$ cat config.mk
export PLATFORM = sky130hd
export DESIGN_NAME = mem_ctrl
export DESIGN_NICKNAME = d
export VERILOG_FILES = /design/src/access_pkg.sv /design/src/ram_pkg.sv /design/src/mem_ctrl.sv /design/src/load_assembler.sv /design/src/byte_sequencer.sv /design/src/request_arbiter.sv
export SDC_FILE = /design/constraint.sdc
export NUM_CORES = 1
export LEC_CHECK = 0
export BUFFER_PORTS_ARGS = -buffer_cell sky130_fd_sc_hd__buf_2
export CAP_MARGIN = 10
export CORE_ASPECT_RATIO = 1.1
export CORE_MARGIN = 5
export CORE_UTILIZATION = 47
export CTS_CLUSTER_DIAMETER = 100
export CTS_CLUSTER_SIZE = 30
export DETAILED_ROUTE_END_ITERATION = 10
export PLACE_DENSITY = 0.77
export SYNTH_ARGS = -nofsm -noshare
export SYNTH_HDL_FRONTEND = slang
export SYNTH_SLANG_ARGS = --single-unit
$ cat constraint.sdc
create_clock -name clk -period 3 [get_ports clk]
set_input_delay 0.3 -clock clk [delete_from_list [all_inputs] [get_ports clk]]
set_output_delay 0.3 -clock clk [all_outputs]
set_load 0.005 [all_outputs]
$ cat src/access_pkg.sv
package access_pkg;

    // requester-side data width and bytes per word
    localparam int word_w    = 32;
    localparam int max_bytes = 4;

    typedef enum logic {
        op_load,
        op_store
    } op_e;

    // encoding equals the byte count of the access
    typedef enum logic [2:0] {
        len_byte = 3'd1,
        len_half = 3'd2,
        len_word = 3'd4
    } len_e;

    // which requester owns the current transfer
    typedef enum logic {
        src_lsb,
        src_icache
    } src_e;

    // one access as seen by the controller, 68 bits
    typedef struct packed {
        op_e               op;
        len_e              len;
        logic [word_w-1:0] addr;
        // store data, little-endian, only the low len bytes matter
        logic [word_w-1:0] wdata;
    } access_req_t;

endpackage

$ cat src/ram_pkg.sv
package ram_pkg;

    // byte-wide RAM, read data comes back one cycle after the address
    localparam int addr_w = 32;
    localparam int byte_w = 8;

    // request side of the RAM port, 42 bits
    typedef struct packed {
        logic [addr_w-1:0] addr;
        logic [byte_w-1:0] wdata;
        // 1 for write, 0 for read
        logic              write;
        logic              enable;
    } mem_bus_t;

endpackage
$ cat src/mem_ctrl.sv
`timescale 1ns/1ps

module mem_ctrl import access_pkg::*, ram_pkg::*; (
    input  logic              clk,
    input  logic              rst,
    input  logic              flush,
    // load/store buffer
    input  logic              lsb_req,
    input  access_req_t       lsb_access,
    output logic [word_w-1:0] lsb_rdata,
    output logic              lsb_load_done,
    output logic              lsb_store_done,
    // instruction cache
    input  logic              ic_req,
    input  logic [word_w-1:0] ic_addr,
    output logic [word_w-1:0] ic_instr,
    output logic              ic_done,
    // byte RAM
    output mem_bus_t          ram_bus,
    input  logic [byte_w-1:0] ram_rdata
);

    logic                         start;
    logic                         idle;
    access_req_t                  cur_req;
    src_e                         cur_src;
    logic                         cap_valid;
    logic                         cap_last;
    logic [$clog2(max_bytes)-1:0] cap_index;

    request_arbiter u_arbiter (
        .clk        (clk),
        .rst        (rst),
        .flush      (flush),
        .lsb_req    (lsb_req),
        .ic_req     (ic_req),
        .lsb_access (lsb_access),
        .ic_addr    (ic_addr),
        .idle       (idle),
        .start      (start),
        .cur_req    (cur_req),
        .cur_src    (cur_src)
    );

    byte_sequencer u_sequencer (
        .clk            (clk),
        .rst            (rst),
        .flush          (flush),
        .start          (start),
        .cur_req        (cur_req),
        .ram_bus        (ram_bus),
        .idle           (idle),
        .cap_valid      (cap_valid),
        .cap_last       (cap_last),
        .cap_index      (cap_index),
        .lsb_store_done (lsb_store_done)
    );

    load_assembler u_assembler (
        .clk           (clk),
        .rst           (rst),
        .flush         (flush),
        .cur_src       (cur_src),
        .cap_valid     (cap_valid),
        .cap_last      (cap_last),
        .cap_index     (cap_index),
        .ram_rdata     (ram_rdata),
        .lsb_rdata     (lsb_rdata),
        .ic_instr      (ic_instr),
        .lsb_load_done (lsb_load_done),
        .ic_done       (ic_done)
    );

endmodule

$ cat src/load_assembler.sv
`timescale 1ns/1ps

module load_assembler import access_pkg::*; (
    input  logic                         clk,
    input  logic                         rst,
    input  logic                         flush,
    input  src_e                         cur_src,
    input  logic                         cap_valid,
    input  logic                         cap_last,
    input  logic [$clog2(max_bytes)-1:0] cap_index,
    input  logic [7:0]                   ram_rdata,
    output logic [word_w-1:0]            lsb_rdata,
    output logic [word_w-1:0]            ic_instr,
    output logic                         lsb_load_done,
    output logic                         ic_done
);

    logic [word_w-1:0] word_q;
    logic [word_w-1:0] word_next;
    logic              finish;

    // lane 0 starts a fresh word, upper lanes of short loads stay zero
    always_comb begin
        word_next = (cap_index == '0) ? '0 : word_q;
        word_next[cap_index*8 +: 8] = ram_rdata;
    end

    assign finish = cap_valid && cap_last;

    always_ff @(posedge clk) begin
        if (cap_valid) begin
            word_q <= word_next;
        end
        // result goes only to the owner of the transfer
        if (finish) begin
            if (cur_src == src_lsb) begin
                lsb_rdata <= word_next;
            end else begin
                ic_instr <= word_next;
            end
        end
    end

    always_ff @(posedge clk) begin
        if (rst || flush) begin
            lsb_load_done <= 1'b0;
            ic_done       <= 1'b0;
        end else begin
            lsb_load_done <= finish && (cur_src == src_lsb);
            ic_done       <= finish && (cur_src == src_icache);
        end
    end

endmodule

$ cat src/byte_sequencer.sv
`timescale 1ns/1ps

module byte_sequencer import access_pkg::*, ram_pkg::*; (
    input  logic                         clk,
    input  logic                         rst,
    input  logic                         flush,
    input  logic                         start,
    input  access_req_t                  cur_req,
    output mem_bus_t                     ram_bus,
    output logic                         idle,
    output logic                         cap_valid,
    output logic                         cap_last,
    output logic [$clog2(max_bytes)-1:0] cap_index,
    output logic                         lsb_store_done
);

    typedef enum logic [1:0] {
        seq_idle,
        seq_issue,
        seq_drain,
        seq_finish
    } seq_state_e;

    seq_state_e                   state;
    logic [$clog2(max_bytes)-1:0] count;
    logic [2:0]                   n_bytes;
    logic                         issuing;
    logic                         is_load;
    logic                         last_byte;

    // byte 0 goes out in the start cycle itself
    assign issuing   = start || (state == seq_issue);
    assign is_load   = (cur_req.op == op_load);
    assign n_bytes   = cur_req.len;
    assign last_byte = ({1'b0, count} + 3'd1) == n_bytes;

    // busy from start through the done cycle
    assign idle = (state == seq_idle) && !start;

    always_comb begin
        ram_bus.addr   = addr_w'(cur_req.addr) + addr_w'(count);
        ram_bus.wdata  = cur_req.wdata[count*byte_w +: byte_w];
        ram_bus.write  = issuing && !is_load;
        ram_bus.enable = issuing;
    end

    always_ff @(posedge clk) begin
        if (rst || flush) begin
            state          <= seq_idle;
            count          <= '0;
            cap_valid      <= 1'b0;
            cap_last       <= 1'b0;
            lsb_store_done <= 1'b0;
        end else begin
            // capture strobes trail the address by one cycle
            cap_valid      <= issuing && is_load;
            cap_last       <= issuing && is_load && last_byte;
            lsb_store_done <= 1'b0;
            case (state)
                seq_idle, seq_issue: begin
                    if (issuing) begin
                        if (last_byte) begin
                            count <= '0;
                            if (is_load) begin
                                state <= seq_drain;
                            end else begin
                                state          <= seq_finish;
                                lsb_store_done <= 1'b1;
                            end
                        end else begin
                            count <= count + 1'b1;
                            state <= seq_issue;
                        end
                    end
                end
                // last read byte is on ram_rdata
                seq_drain:  state <= seq_finish;
                // done pulse cycle
                seq_finish: state <= seq_idle;
                default:    state <= seq_idle;
            endcase
        end
    end

    always_ff @(posedge clk) begin
        cap_index <= count;
    end

endmodule

$ cat src/request_arbiter.sv
`timescale 1ns/1ps

module request_arbiter import access_pkg::*; (
    input  logic              clk,
    input  logic              rst,
    input  logic              flush,
    input  logic              lsb_req,
    input  logic              ic_req,
    input  access_req_t       lsb_access,
    input  logic [word_w-1:0] ic_addr,
    input  logic              idle,
    output logic              start,
    output access_req_t       cur_req,
    output src_e              cur_src
);

    access_req_t pick_req;
    src_e        pick_src;
    logic        accept;

    // load/store buffer always wins over the instruction cache
    always_comb begin
        if (lsb_req) begin
            pick_req = lsb_access;
            pick_src = src_lsb;
        end else begin
            // fetch is a plain word load
            pick_req.op    = op_load;
            pick_req.len   = len_word;
            pick_req.addr  = ic_addr;
            pick_req.wdata = '0;
            pick_src       = src_icache;
        end
    end

    // idle stays low through the done cycle, so no second grant
    assign accept = idle && (lsb_req || ic_req);

    always_ff @(posedge clk) begin
        if (rst || flush) begin
            start <= 1'b0;
        end else begin
            start <= accept;
        end
    end

    // held for the whole transfer
    always_ff @(posedge clk) begin
        if (accept) begin
            cur_req <= pick_req;
            cur_src <= pick_src;
        end
    end

endmodule

# ---- After elaboration in Yosys (flattened, before gate mapping)
# Index checks and enable logic that the tools add are counted.
dict set report totals {
  reg_bits 177
  mem_bits_ro 0
  ram_bits 0
  latch_bits 0
  elab_cells 63
  memories 0
  input_bits 113
}
dict set report op_classes {
  addsub 4
  n_reduce_logical 19
  div_mod_pow 0
  mux 10
  shift 3
  bitwise 5
  n_mul 0
  order_cmp 0
  n_eq_ne 5
}
# operator n
set op_table {}
lappend op_table {{64-bit two-way mux} 1}
lappend op_table {{5-bit negation with 34-bit output} 1}
lappend op_table {{8-bit by 34-bit variable shift with 32-bit output, first input constant} 1}
lappend op_table {{8-bit by 34-bit variable part select with 32-bit output} 1}
lappend op_table {{32-bit by 2-bit adder with 32-bit output} 1}
lappend op_table {{32-bit bitwise mux} 1}
lappend op_table {{32-bit two-way mux} 1}
lappend op_table {{32-bit by 6-bit variable part select with 8-bit output} 1}
lappend op_table {{1-bit logical AND} 8}
lappend op_table {{2-bit two-way mux} 3}
lappend op_table {{2-bit one-hot mux with 3 select lines} 1}
lappend op_table {{2-bit AND reduction} 3}
lappend op_table {{1-bit NOT} 5}
lappend op_table {{2-bit == test, second input constant} 2}
lappend op_table {{2-bit logical NOT} 2}
lappend op_table {{4-bit OR reduction} 1}
lappend op_table {{2-bit by 1-bit adder with 3-bit output, second input constant} 1}
lappend op_table {{3-bit == test} 1}
lappend op_table {{1-bit logical OR} 3}
lappend op_table {{1-bit two-way mux} 3}
lappend op_table {{2-bit by 1-bit adder with 2-bit output, second input constant} 1}
lappend op_table {{2-bit by 1-bit == test with 1-bit output, second input constant} 1}
lappend op_table {{2-bit by 1-bit != test with 1-bit output, second input constant} 1}
lappend op_table {{2-bit OR reduction} 1}
lappend op_table {{1-bit logical NOT} 1}

# ---- Depth between registers and ports, before layout
# Gate-level depths: netlist of run 1.
dict set report logic_depth {
  depth_word 5
  ltp_mapped 8
  ltp_nobuf 7
}

# ---- Modules after synthesis
# From an unflattened synthesis of run 1, not the netlist that was laid out.
dict set report unflattened {
  hier_cells 459
  hier_area_um2 7702.4
}
# mod seq_area_each_um2 cells_per_inst area_each_um2 instances
set modules_own_cells {}
lappend modules_own_cells {load_assembler 2922.8 157 3424.5 1}
lappend modules_own_cells {request_arbiter 2092.0 149 2920.3 1}
lappend modules_own_cells {byte_sequencer 180.2 153 1357.6 1}

# ---- Worst setup path after synthesis of run 1
# Ideal clock, no wire load.
dict set report synth_timing {
  path_type {reg-to-reg}
  start {reg u_sequencer.cap_valid}
  end {reg u_assembler.lsb_rdata[0], enable pin}
  arrival_time_ns 2.556
  required_ns 2.579
  stages_incl_launch_ff 3
  synth_period_minus_slack_ns 2.977
  setup_slack_ns 0.023
  setup_time_ns 0.421
  path_cell_list {dfxtp_1 nand2_1 nor2_1}
}
dict set report synth_via {
  elab_chain_cells 2
}
# element line_no
set synth_lines {}
lappend synth_lines {{start, declared} byte_sequencer.sv:11} ;# output logic cap_valid,
lappend synth_lines {{start signal, assigned} byte_sequencer.sv:56} ;# cap_valid <= issuing && is_load;
lappend synth_lines {{1-bit logical AND} load_assembler.sv:28} ;# assign finish = cap_valid && cap_last;
lappend synth_lines {{2-bit AND reduction (no source line)} --}
lappend synth_lines {{end signal, assigned} load_assembler.sv:37} ;# lsb_rdata <= word_next;
lappend synth_lines {{end, declared} load_assembler.sv:12} ;# output logic [word_w-1:0] lsb_rdata,
# No other way between the ends.
# A chain may end at the register's enable or synchronous reset.

==> results.toml, run 1 <==
[run_status]
status = "complete, no violations"

[timing]
setup_violations = 0
fmax_ghz = 0.350
drv_slew = 0
fin_tns_setup_ns = 0
fin_skew_ns = 0.0145
slew_headroom = 0.356
fin_crit_ns = 2.86
setup_ws_ns = 0.139
hold_viol_final = 0
tightest_slew_ns = 0.965
hold_slack_ns = 0.0583
period_share = 0.954
rsz0062_at_grt = "no"

[global_route]
grt_pass1_vias = 5009
grt_start_max_net_pins = 71
grt_pass1_wl_um = 25800
grt.total_usage = 0.181
antenna_found_initial = 0
overflow = 0

[setup_path]
r2r-end = "u_assembler.lsb_rdata[2]"
r2r_cells = 4
critical-path-max-stage-delay_ns = 0.41
critical_path_buf_inv_count = 3
end_kind = "output pin"
crit_end = "ram_bus[36]"
cpLargestDelayFamily = "simple AND/OR/NAND/NOR gates"
path_max_fanout = 9
cp.required_ns = 2.70
cp-startpoint = "u_sequencer.count[0]"
rrSetupSlack_ns = 0.84
cp.arrival_ns = 2.56
path_class = "reg -> out"
slowest_stage = "fa_1"
startpoint_type = "register"
crit_chain = "ha_1 > inv_1 > fa_1 > and4b_2 > nand4_1 > buf_4 > nor3_2 > xor2_1 > buf_2"
r2r-start = "u_sequencer.cap_index[0]"
path_depth = 9

[yosys]
ys_ff_latch = 177
syn_inst = 500
synth_nets = 622
synth.avg_cell_area_sq_um = 15.0
syn-cell-area_sq_um = 7480
ys_warn_count = 0
ys_seq_area_frac = 0.694
yosysUniqueCellTypes = 37

[cts]
insertion_delay_ns = 0.43
cts_tree = "done"
cts.sinks = 177
root_buffer = "clkbuf_16"
clk_path_buf_depth = 2
clk_pin_slew_ns = 0.07
cts_buffers = 17
htreeDepth = 4

[placement]
hpwl_um = 12100
port_buffers = 221
post-place-ws_ns = 0.301
gp_congestion = 0.799

[die]
coreArea_sq_um = 15700
die_x_um = 130
io_pins = 222
fp-row-count = 48
die_h_um = 142
dieArea_sq_um = 18500
initial_core_util = 0.477

[route]
dr.pass1.iters = 4
antenna_left = 0
wirelength_um = 16400
drc = 0
routedWlPerCell_um = 17.4
routed_via_density = 5.20
drtIter0Drc = 308
num_vias = 4885

[finish]
drive_above_1_share = 0.424
final_common_cell = "buf_2"
antennaDiodeCount = 0
final_nets = 849
layout_common_cells = "buf_2, edfxtp_1, and2_1"
syn2layout_area_growth_pct = 26.5

[worst_hold_path]
hp-class = "in -> reg"

[pwr]
leakage_nw = 3.71
powerDensity_nw_per_um2 = 591
ir_worst_vdd_mv = 0.365

[flow_run]
drv_cap = 0
## state kept, by name, indices dropped and copies added (netlist names), 2 cells and up
| register | flops |
|---|---|
| u_sequencer.state | 2 |
| u_sequencer.cap_index | 2 |
| u_assembler.word_q | 32 |
| u_arbiter.cur_req | 68 |
| u_assembler.lsb_rdata | 32 |
| u_assembler.ic_instr | 32 |
| u_sequencer.count | 2 |
## timing repair
| item | CTS | global route |
|---|---|---|
| buffers inserted | 1 | 0 |
| pin swaps | 1 | 0 |
| hold buffers | 0 | 0 |
| setup endpoints to repair | 9 | 3 |
| gates resized for setup | 0 | 4 |
## through the flow
step,cell area (sq um),std cells,total power [W],util
2_1_floorplan,7480,500,0.00317,-
3_3_place_gp,8820,907,0.00336,0.563
3_5_place_dp,8820,907,0.00338,0.563
4_1_cts,9440,940,0.00564,0.602
5_1_grt,9460,940,0.00580,0.604
6_report,9460,940,0.00559,0.604
## where the power goes
part / total (W) / switching (W) / leakage, nW / internal (W)
Clock: 0.00226 / 0.000992 / 0.303 / 0.00127
Sequential: 0.00289 / 0.0000645 / 1.69 / 0.00283
Combinational: 0.000435 / 0.000225 / 1.72 / 0.000211
Total: 0.00559 / 0.00128 / 3.71 / 0.00431
## cells in the mapped netlist
| cell | number | share of area |
|---|---|---|
| nor3_1 | 12 | 0.0080 |
| a21oi_1 | 29 | 0.019 |
| a22o_1 | 8 | 0.0094 |
| edfxtp_1 | 165 | 0.66 |
| clkbuf_1 | 19 | 0.0095 |
| nor2b_1 | 1 | 0.00084 |
| nor4_4 | 1 | 0.0028 |
| inv_1 | 14 | 0.0070 |
| o211a_1 | 1 | 0.0013 |
| and4_1 | 5 | 0.0059 |
| ha_1 | 8 | 0.013 |
| nand4_1 | 7 | 0.0059 |
| xnor2_1 | 16 | 0.019 |
| nor4_1 | 4 | 0.0033 |
| nand2b_1 | 25 | 0.021 |
| buf_2 | 2 | 0.0013 |
| o22ai_1 | 1 | 0.00084 |
| dfxtp_1 | 12 | 0.032 |
| and3_1 | 3 | 0.0025 |
| xor2_1 | 17 | 0.020 |
| fa_1 | 1 | 0.0027 |
| nand3_1 | 32 | 0.021 |
| nand3_2 | 2 | 0.0027 |
| nor2_1 | 13 | 0.0065 |
| buf_4 | 1 | 0.0010 |
| mux2_2 | 32 | 0.048 |
| or2_2 | 1 | 0.00084 |
| mux4_2 | 8 | 0.024 |
| o21a_1 | 1 | 0.0010 |
| o21bai_1 | 1 | 0.0010 |
| and2_1 | 36 | 0.030 |
| and4b_2 | 1 | 0.0015 |
| nor3b_1 | 2 | 0.0020 |
| a21boi_0 | 1 | 0.0010 |
| or2b_1 | 1 | 0.0010 |
| nand2_1 | 16 | 0.0080 |
| or4_4 | 1 | 0.0015 |
## worst min path at each step
stage                         start                        end  slack (ns)  cells after the start
2_1_floorplan  u_sequencer.count[1]   u_sequencer.cap_index[1]        0.37                      0
3_3_place_gp      u_arbiter.cur_src  u_assembler.lsb_load_done        0.47                      1
3_5_place_dp   u_sequencer.cap_last  u_assembler.lsb_load_done        0.48                      2
4_1_cts                         rst        u_assembler.ic_done        0.04                      2
5_1_grt                         rst        u_assembler.ic_done        0.05                      2
6_report                        rst            u_arbiter.start        0.06                      2
## logic make-up after synthesis
family                   Yosys count  share of synthesized area
AO/OA/AOI/OAI                     42                     0.0340
flip-flops                       177                      0.694
adder cells (fa/ha/maj)            9                     0.0161
XOR/XNOR                          33                     0.0386
multiplexers                      40                     0.0723
buffers and inverters             36                     0.0189
AND/OR/NAND/NOR                  163                      0.126
## final cells by class
class	instances	area, sq um
clock inverters	15	190
fillers	1177	6210
clock buffers	17	425
repair buffers	230	1170
multi-input cells	287	2170
inverters	14	52.6
well taps	200	250
flip-flops and latches	177	5190
## per-layer routing
metal  part of all wire  vias to the layer above  GRT usage
met3              0.092                       25     0.0526
met4              0.020                        0     0.0667
met5                  0                        -          0
li1                   -                     2316          -
met2               0.50                      225      0.307
met1               0.39                     2319      0.220
Note: power is estimated with default switching activity, not from simulation.
==> run 2: changes to the inputs <==
- BUFFER_PORTS_ARGS: -buffer_cell sky130_fd_sc_hd__buf_2 -> -buffer_cell sky130_fd_sc_hd__clkbuf_2
==> run 2 against run 1 <==
Via count fell by 0.31%. Clock-buffer cell count rose by 2. Global-route usage rose by 0.12 points. First-iteration DRC count fell by 2.3%. Setup slack improved by 0.0089 ns. Critical path type unchanged. Non-clock buffer count did not move. Largest power group unchanged. Critical path depth did not move. Hold slack improved by 0.0013 ns.
==> results.toml, run 2 (same netlist as run 1, synthesis figures left out) <==
[finish]
design_area_sq_um = 9360
layout_common_cells = "clkbuf_2, edfxtp_1, and2_1"
antennaDiodeCount = 0
final_common_cell = "clkbuf_2"
final_nets = 849
largest_reg_flops = 68
drive_above_1_share = 0.415
syn2layout_area_growth_pct = 25.1
top_register = "u_arbiter.cur_req"

[pwr]
powerDensity_nw_per_um2 = 566
leakage_nw = 3.69
ir_worst_vdd_mv = 0.360

[global_route]
grt.total_usage = 0.183
use_met3 = 0.0589
grt_pass1_vias = 5086
met1_usage = 0.217
met2_usage = 0.309
grt_pass1_wl_um = 25800
grt_start_max_net_pins = 71
overflow = 0
antenna_found_initial = 0
grt.busiest_layer = "met2"

[die]
fp-row-count = 48
io_pins = 222
initial_core_util = 0.477
coreArea_sq_um = 15700
die_h_um = 142
dieArea_sq_um = 18500
die_x_um = 130

[setup_path]
crit_chain = "ha_1 > inv_1 > fa_1 > and4b_2 > nand4_1 > buf_4 > nor3_1 > xor2_1 > clkbuf_2"
path_max_fanout = 9
slowest_stage = "fa_1"
path_class = "reg -> out"
r2r_cells = 6
cp-startpoint = "u_sequencer.count[0]"
path_depth = 9
critical_path_buf_inv_count = 3
crit_end = "ram_bus[34]"
critical-path-max-stage-delay_ns = 0.41
cp.required_ns = 2.70
r2r-end = "u_assembler.word_q[7]"
cp.arrival_ns = 2.55
r2r-start = "u_sequencer.cap_index[0]"
rrSetupSlack_ns = 0.79
cpLargestDelayFamily = "simple AND/OR/NAND/NOR gates"
end_kind = "output pin"
startpoint_type = "register"

[placement]
port_buffers = 221
gp_congestion = 0.796
postPlaceCellArea_sq_um = 8820
hpwl_um = 12100

[timing]
fin_crit_ns = 2.85
fin_tns_setup_ns = 0
slew_headroom = 0.356
fmax_ghz = 0.351
period_share = 0.951
fin_skew_ns = 0.00758
drv_slew = 0
setup_violations = 0
hold_viol_final = 0
rsz0062_at_grt = "no"
hold_slack_ns = 0.0595
tightest_slew_ns = 0.965

[cts]
cts_tree = "done"
root_buffer = "clkbuf_16"
clk_pin_slew_ns = 0.07
hold_buffers = 0
clk_path_buf_depth = 2
cts_buffers = 17
htreeDepth = 4
insertion_delay_ns = 0.42
cts.sinks = 177

[flow_run]
drv_cap = 0

[worst_hold_path]
hold_depth = 2
hp-class = "in -> reg"

[route]
dr.pass1.iters = 5
drc = 0
num_vias = 4870
routed_via_density = 5.18
routedWlPerCell_um = 17.5
drtIter0Drc = 301
antenna_left = 0
wirelength_um = 16500

[run_status]
status = "complete, no violations"
-- run 2: cell count changes in the layout (fill, tap and decap cells not counted), moves of 3 or more --
cell        before  now
clkinvlp_4       0    3
clkinv_1         0    3
clkbuf_2         0  221
inv_6            5    2
buf_2          221    0
-- run 2: final cells by class --
class	count	area (sq um)
multi-input combinational	287	2160
clock buffer	19	433
inverter	14	52.6
fill	1216	6320
clock inverter	13	86.3
timing repair buffer	230	1170
sequential	177	5190
tap	200	250
-- run 2: worst min-delay path by stage --
stage | startpoint | endpoint | slack, ns
finish | rst | u_assembler.ic_done | 0.06
global route | rst | u_assembler.ic_done | 0.05
CTS | rst | u_assembler.ic_done | 0.04
detailed placement | u_sequencer.cap_last | u_assembler.lsb_load_done | 0.48
global placement | u_arbiter.cur_src | u_assembler.lsb_load_done | 0.47
floorplan | u_sequencer.count[1] | u_sequencer.cap_index[1] | 0.37
-- run 2: where the power goes --
group / switching (W) / leakage, nW / internal [W] / total [W]
clock: 0.000914 / 0.248 / 0.00106 / 0.00197
sequential: 0.0000618 / 1.69 / 0.00283 / 0.00289
combinational: 0.000226 / 1.76 / 0.000210 / 0.000436
total: 0.00120 / 3.69 / 0.00410 / 0.00530
-- run 2: layer usage --
metal / part of all wire / wire [um]
met1: 0.38 / 6280
met2: 0.50 / 8310
met3: 0.094 / 1550
met4: 0.020 / 329
met5: 0 / 0
-- run 2: worst register-to-register path, cell delays in order (launching register included) --
cell,delay (ns)
dfxtp_1,0.35
inv_1,0.14
ha_1,0.17
buf_4,0.27
nand2_1,0.08
nor3_1,0.70
a22o_1,0.34
-- run 2: what timing repair did --
| item | CTS | global route |
|---|---|---|
| buffers inserted | 1 | 0 |
| pin swaps | 1 | 0 |
| setup endpoints to repair | 4 | 2 |
| resized for setup | 0 | 2 |
-- run 2: metrics by stage --
stage / util / power [W] / cells / setup slack [ns]
2_1_floorplan: - / 0.00317 / 500 / 0.0228
3_3_place_gp: 0.563 / 0.00336 / 907 / 0.469
3_5_place_dp: 0.563 / 0.00338 / 907 / 0.359
4_1_cts: 0.596 / 0.00535 / 940 / 0.118
5_1_grt: 0.597 / 0.00551 / 940 / 0.00404
6_report: 0.597 / 0.00530 / 940 / 0.148
==> run 3: changes to the inputs <==
- ABC_AREA: not set -> 1
- PLACE_DENSITY: 0.77 -> 0.76
- SLEW_MARGIN: not set -> 5
==> run 3 against run 2 <==
Die area grew 4.4%. Hold slack improved by 0.068 ns. Core utilization grew 0.50 points. Critical endpoint is now ram_bus[24].
==> results.toml, run 3 <==
[run_status]
status = "complete, no violations"

[die]
coreArea_sq_um = 16400
fp-row-count = 49
die_x_um = 133
die_h_um = 145
io_pins = 222
initial_core_util = 0.479
dieArea_sq_um = 19400

[yosys]
async_flop_share = 0
synth_edf_count = 165
syn_inst = 752
synth_top_area_cell = "edfxtp_1"
yosysUniqueCellTypes = 31
ys_seq_area_frac = 0.663
yosysMostFrequentCell = "nand2_1"
synth.avg_cell_area_sq_um = 10.4
synth_area_leaders = "edfxtp_1, nand2_1, inv_1, dfxtp_1, nor2_1"
syn-cell-area_sq_um = 7840
ys_ff_latch = 177
ys_warn_count = 0
synth_nets = 874
yosys-top-cells-count = "nand2_1, edfxtp_1, inv_1"
synth_top_area_frac = 0.632
synth_top_flop_cell = "edfxtp_1"

[timing]
period_share = 0.853
drv_slew = 0
setup_ws_ns = 0.441
rsz0062_at_grt = "no"
fin_tns_setup_ns = 0
setup_violations = 0
hold_viol_final = 0
fmax_ghz = 0.391
fin_skew_ns = 0.00832
slew_headroom = 0.601
hold_slack_ns = 0.127
tightest_slew_ns = 0.599
fin_crit_ns = 2.56

[route]
num_vias = 5873
routedWlPerCell_um = 15.0
routed_via_density = 4.90
antenna_left = 0
drtIter0Drc = 410
dr.pass1.iters = 5
drc = 0
wirelength_um = 18000

[setup_path]
slowest_stage = "fa_1"
crit_chain = "ha_1 > inv_1 > fa_1 > inv_1 > nand2_2 > nor2_2 > xor2_1 > clkbuf_2"
startpoint_type = "register"
cp.required_ns = 2.70
cp.arrival_ns = 2.26
end_kind = "output pin"
path_class = "reg -> out"
cp_common_cell = "inv_1"
path_max_fanout = 4
r2r_cells = 5
critical-path-max-stage-delay_ns = 0.49

[global_route]
grt_pass1_vias = 5881
antenna_found_initial = 0
overflow = 0
grt_start_max_net_pins = 68
grt_pass1_wl_um = 28800
grt.total_usage = 0.188

[finish]
finalNonFillerCells = 1198
multi_input_area_sq_um = 2210
top_register = "u_arbiter.cur_req"
antennaDiodeCount = 0
layout_common_cells = "nand2_1, clkbuf_2, edfxtp_1"
drive_above_1_share = 0.288
syn2layout_area_growth_pct = 25.7
fill_cells = 1374
seq_area_sq_um = 5190
final_common_cell = "nand2_1"
final_nets = 1103
largest_reg_flops = 68

[cts]
htreeDepth = 4
clk_path_buf_depth = 2
cts_resized = 0
clk_pin_slew_ns = 0.07
cts_buffers = 17
cts_setup_buffers = 0
cts_tree = "done"
cts.sinks = 177
root_buffer = "clkbuf_16"
insertion_delay_ns = 0.43
hold_buffers = 0

[worst_hold_path]
hold_depth = 3
hp-class = "in -> reg"

[placement]
post-place-ws_ns = 0.873
port_buffers = 221
hpwl_um = 13600
gp_congestion = 0.885
dp.cells = 1166

[pwr]
leakage_nw = 4.47
powerDensity_nw_per_um2 = 580
ir_worst_vdd_mv = 0.393

[flow_run]
drv_cap = 0
==> run 3: cell types whose count changed after synthesis, sizes merged, moves of 24 or more <==
cell,delta
nand2,+235
a21oi,-24
inv,+81
mux2,-32
nor2,+56
o21ai,+27
nand2b,-25
o22ai,+31
and2,-36
==> run 3: kinds of logic (layout without fill, tap and decap cells) <==
kind of cell	Yosys count	in the layout	share of synthesized area
simple gates	366	366	0.197
fa+ha+maj	9	9	0.0153
xor+xnor	16	16	0.0179
buf+inv	118	360	0.0589
compound gates	66	66	0.0484
flops	177	177	0.663
==> run 3: metal layers <==
| metal | up-vias | global-route usage | wire length [um] |
|---|---|---|---|
| met2 | 277 | 0.320 | 8960 |
| met1 | 2601 | 0.224 | 7190 |
| li1 | 2951 | - | - |
| met5 | - | 0 | 0 |
| met4 | 0 | 0.0838 | 564 |
| met3 | 44 | 0.0481 | 1260 |
==> run 3: stage by stage <==
stage | power, W | instance area (sq um) | util
after floorplan | 0.00319 | 7860 | -
after global placement | 0.00342 | 9220 | 0.563
after detailed placement | 0.00343 | 9220 | 0.563
after CTS | 0.00576 | 9850 | 0.602
after global routing | 0.00593 | 9850 | 0.602
final | 0.00571 | 9850 | 0.602
==> run 3: cell type report <==
type / instances / area share
inverter: 98 / 0.0373
sequential: 177 / 0.527
multi-input combinational: 457 / 0.225
tap: 204 / 0.0259
clock inverter: 15 / 0.0211
clock buffer: 17 / 0.0432
timing repair buffer: 230 / 0.120
==> run 3: worst max-delay path: cells and delay by family, from the launching register on <==
| kind | cells | cell delay, ns |
|---|---|---|
| DFF | 1 | 0.34 |
| buffers and inverters | 3 | 0.36 |
| xor gates and xnor gates | 1 | 0.21 |
| and+or+nand+nor | 2 | 0.26 |
| adders and majority gates | 2 | 0.66 |
==> run 3: worst paths after layout <==
kind | start | end | slack, ns
hold / removal | lsb_access[10] | u_arbiter.cur_req[10] | 0.13
setup / recovery | u_sequencer.count[0] | ram_bus[24] | 0.44
setup reg to reg | u_sequencer.state[1] | u_arbiter.cur_req[42] | 1.03
hold reg to reg | u_arbiter.cur_req[67] | u_sequencer.cap_last | 0.53
==> run 3: report_power, final <==
group          internal, W  switching, W
Combinational     0.000190      0.000286
Sequential         0.00283     0.0000714
Clock              0.00140      0.000931
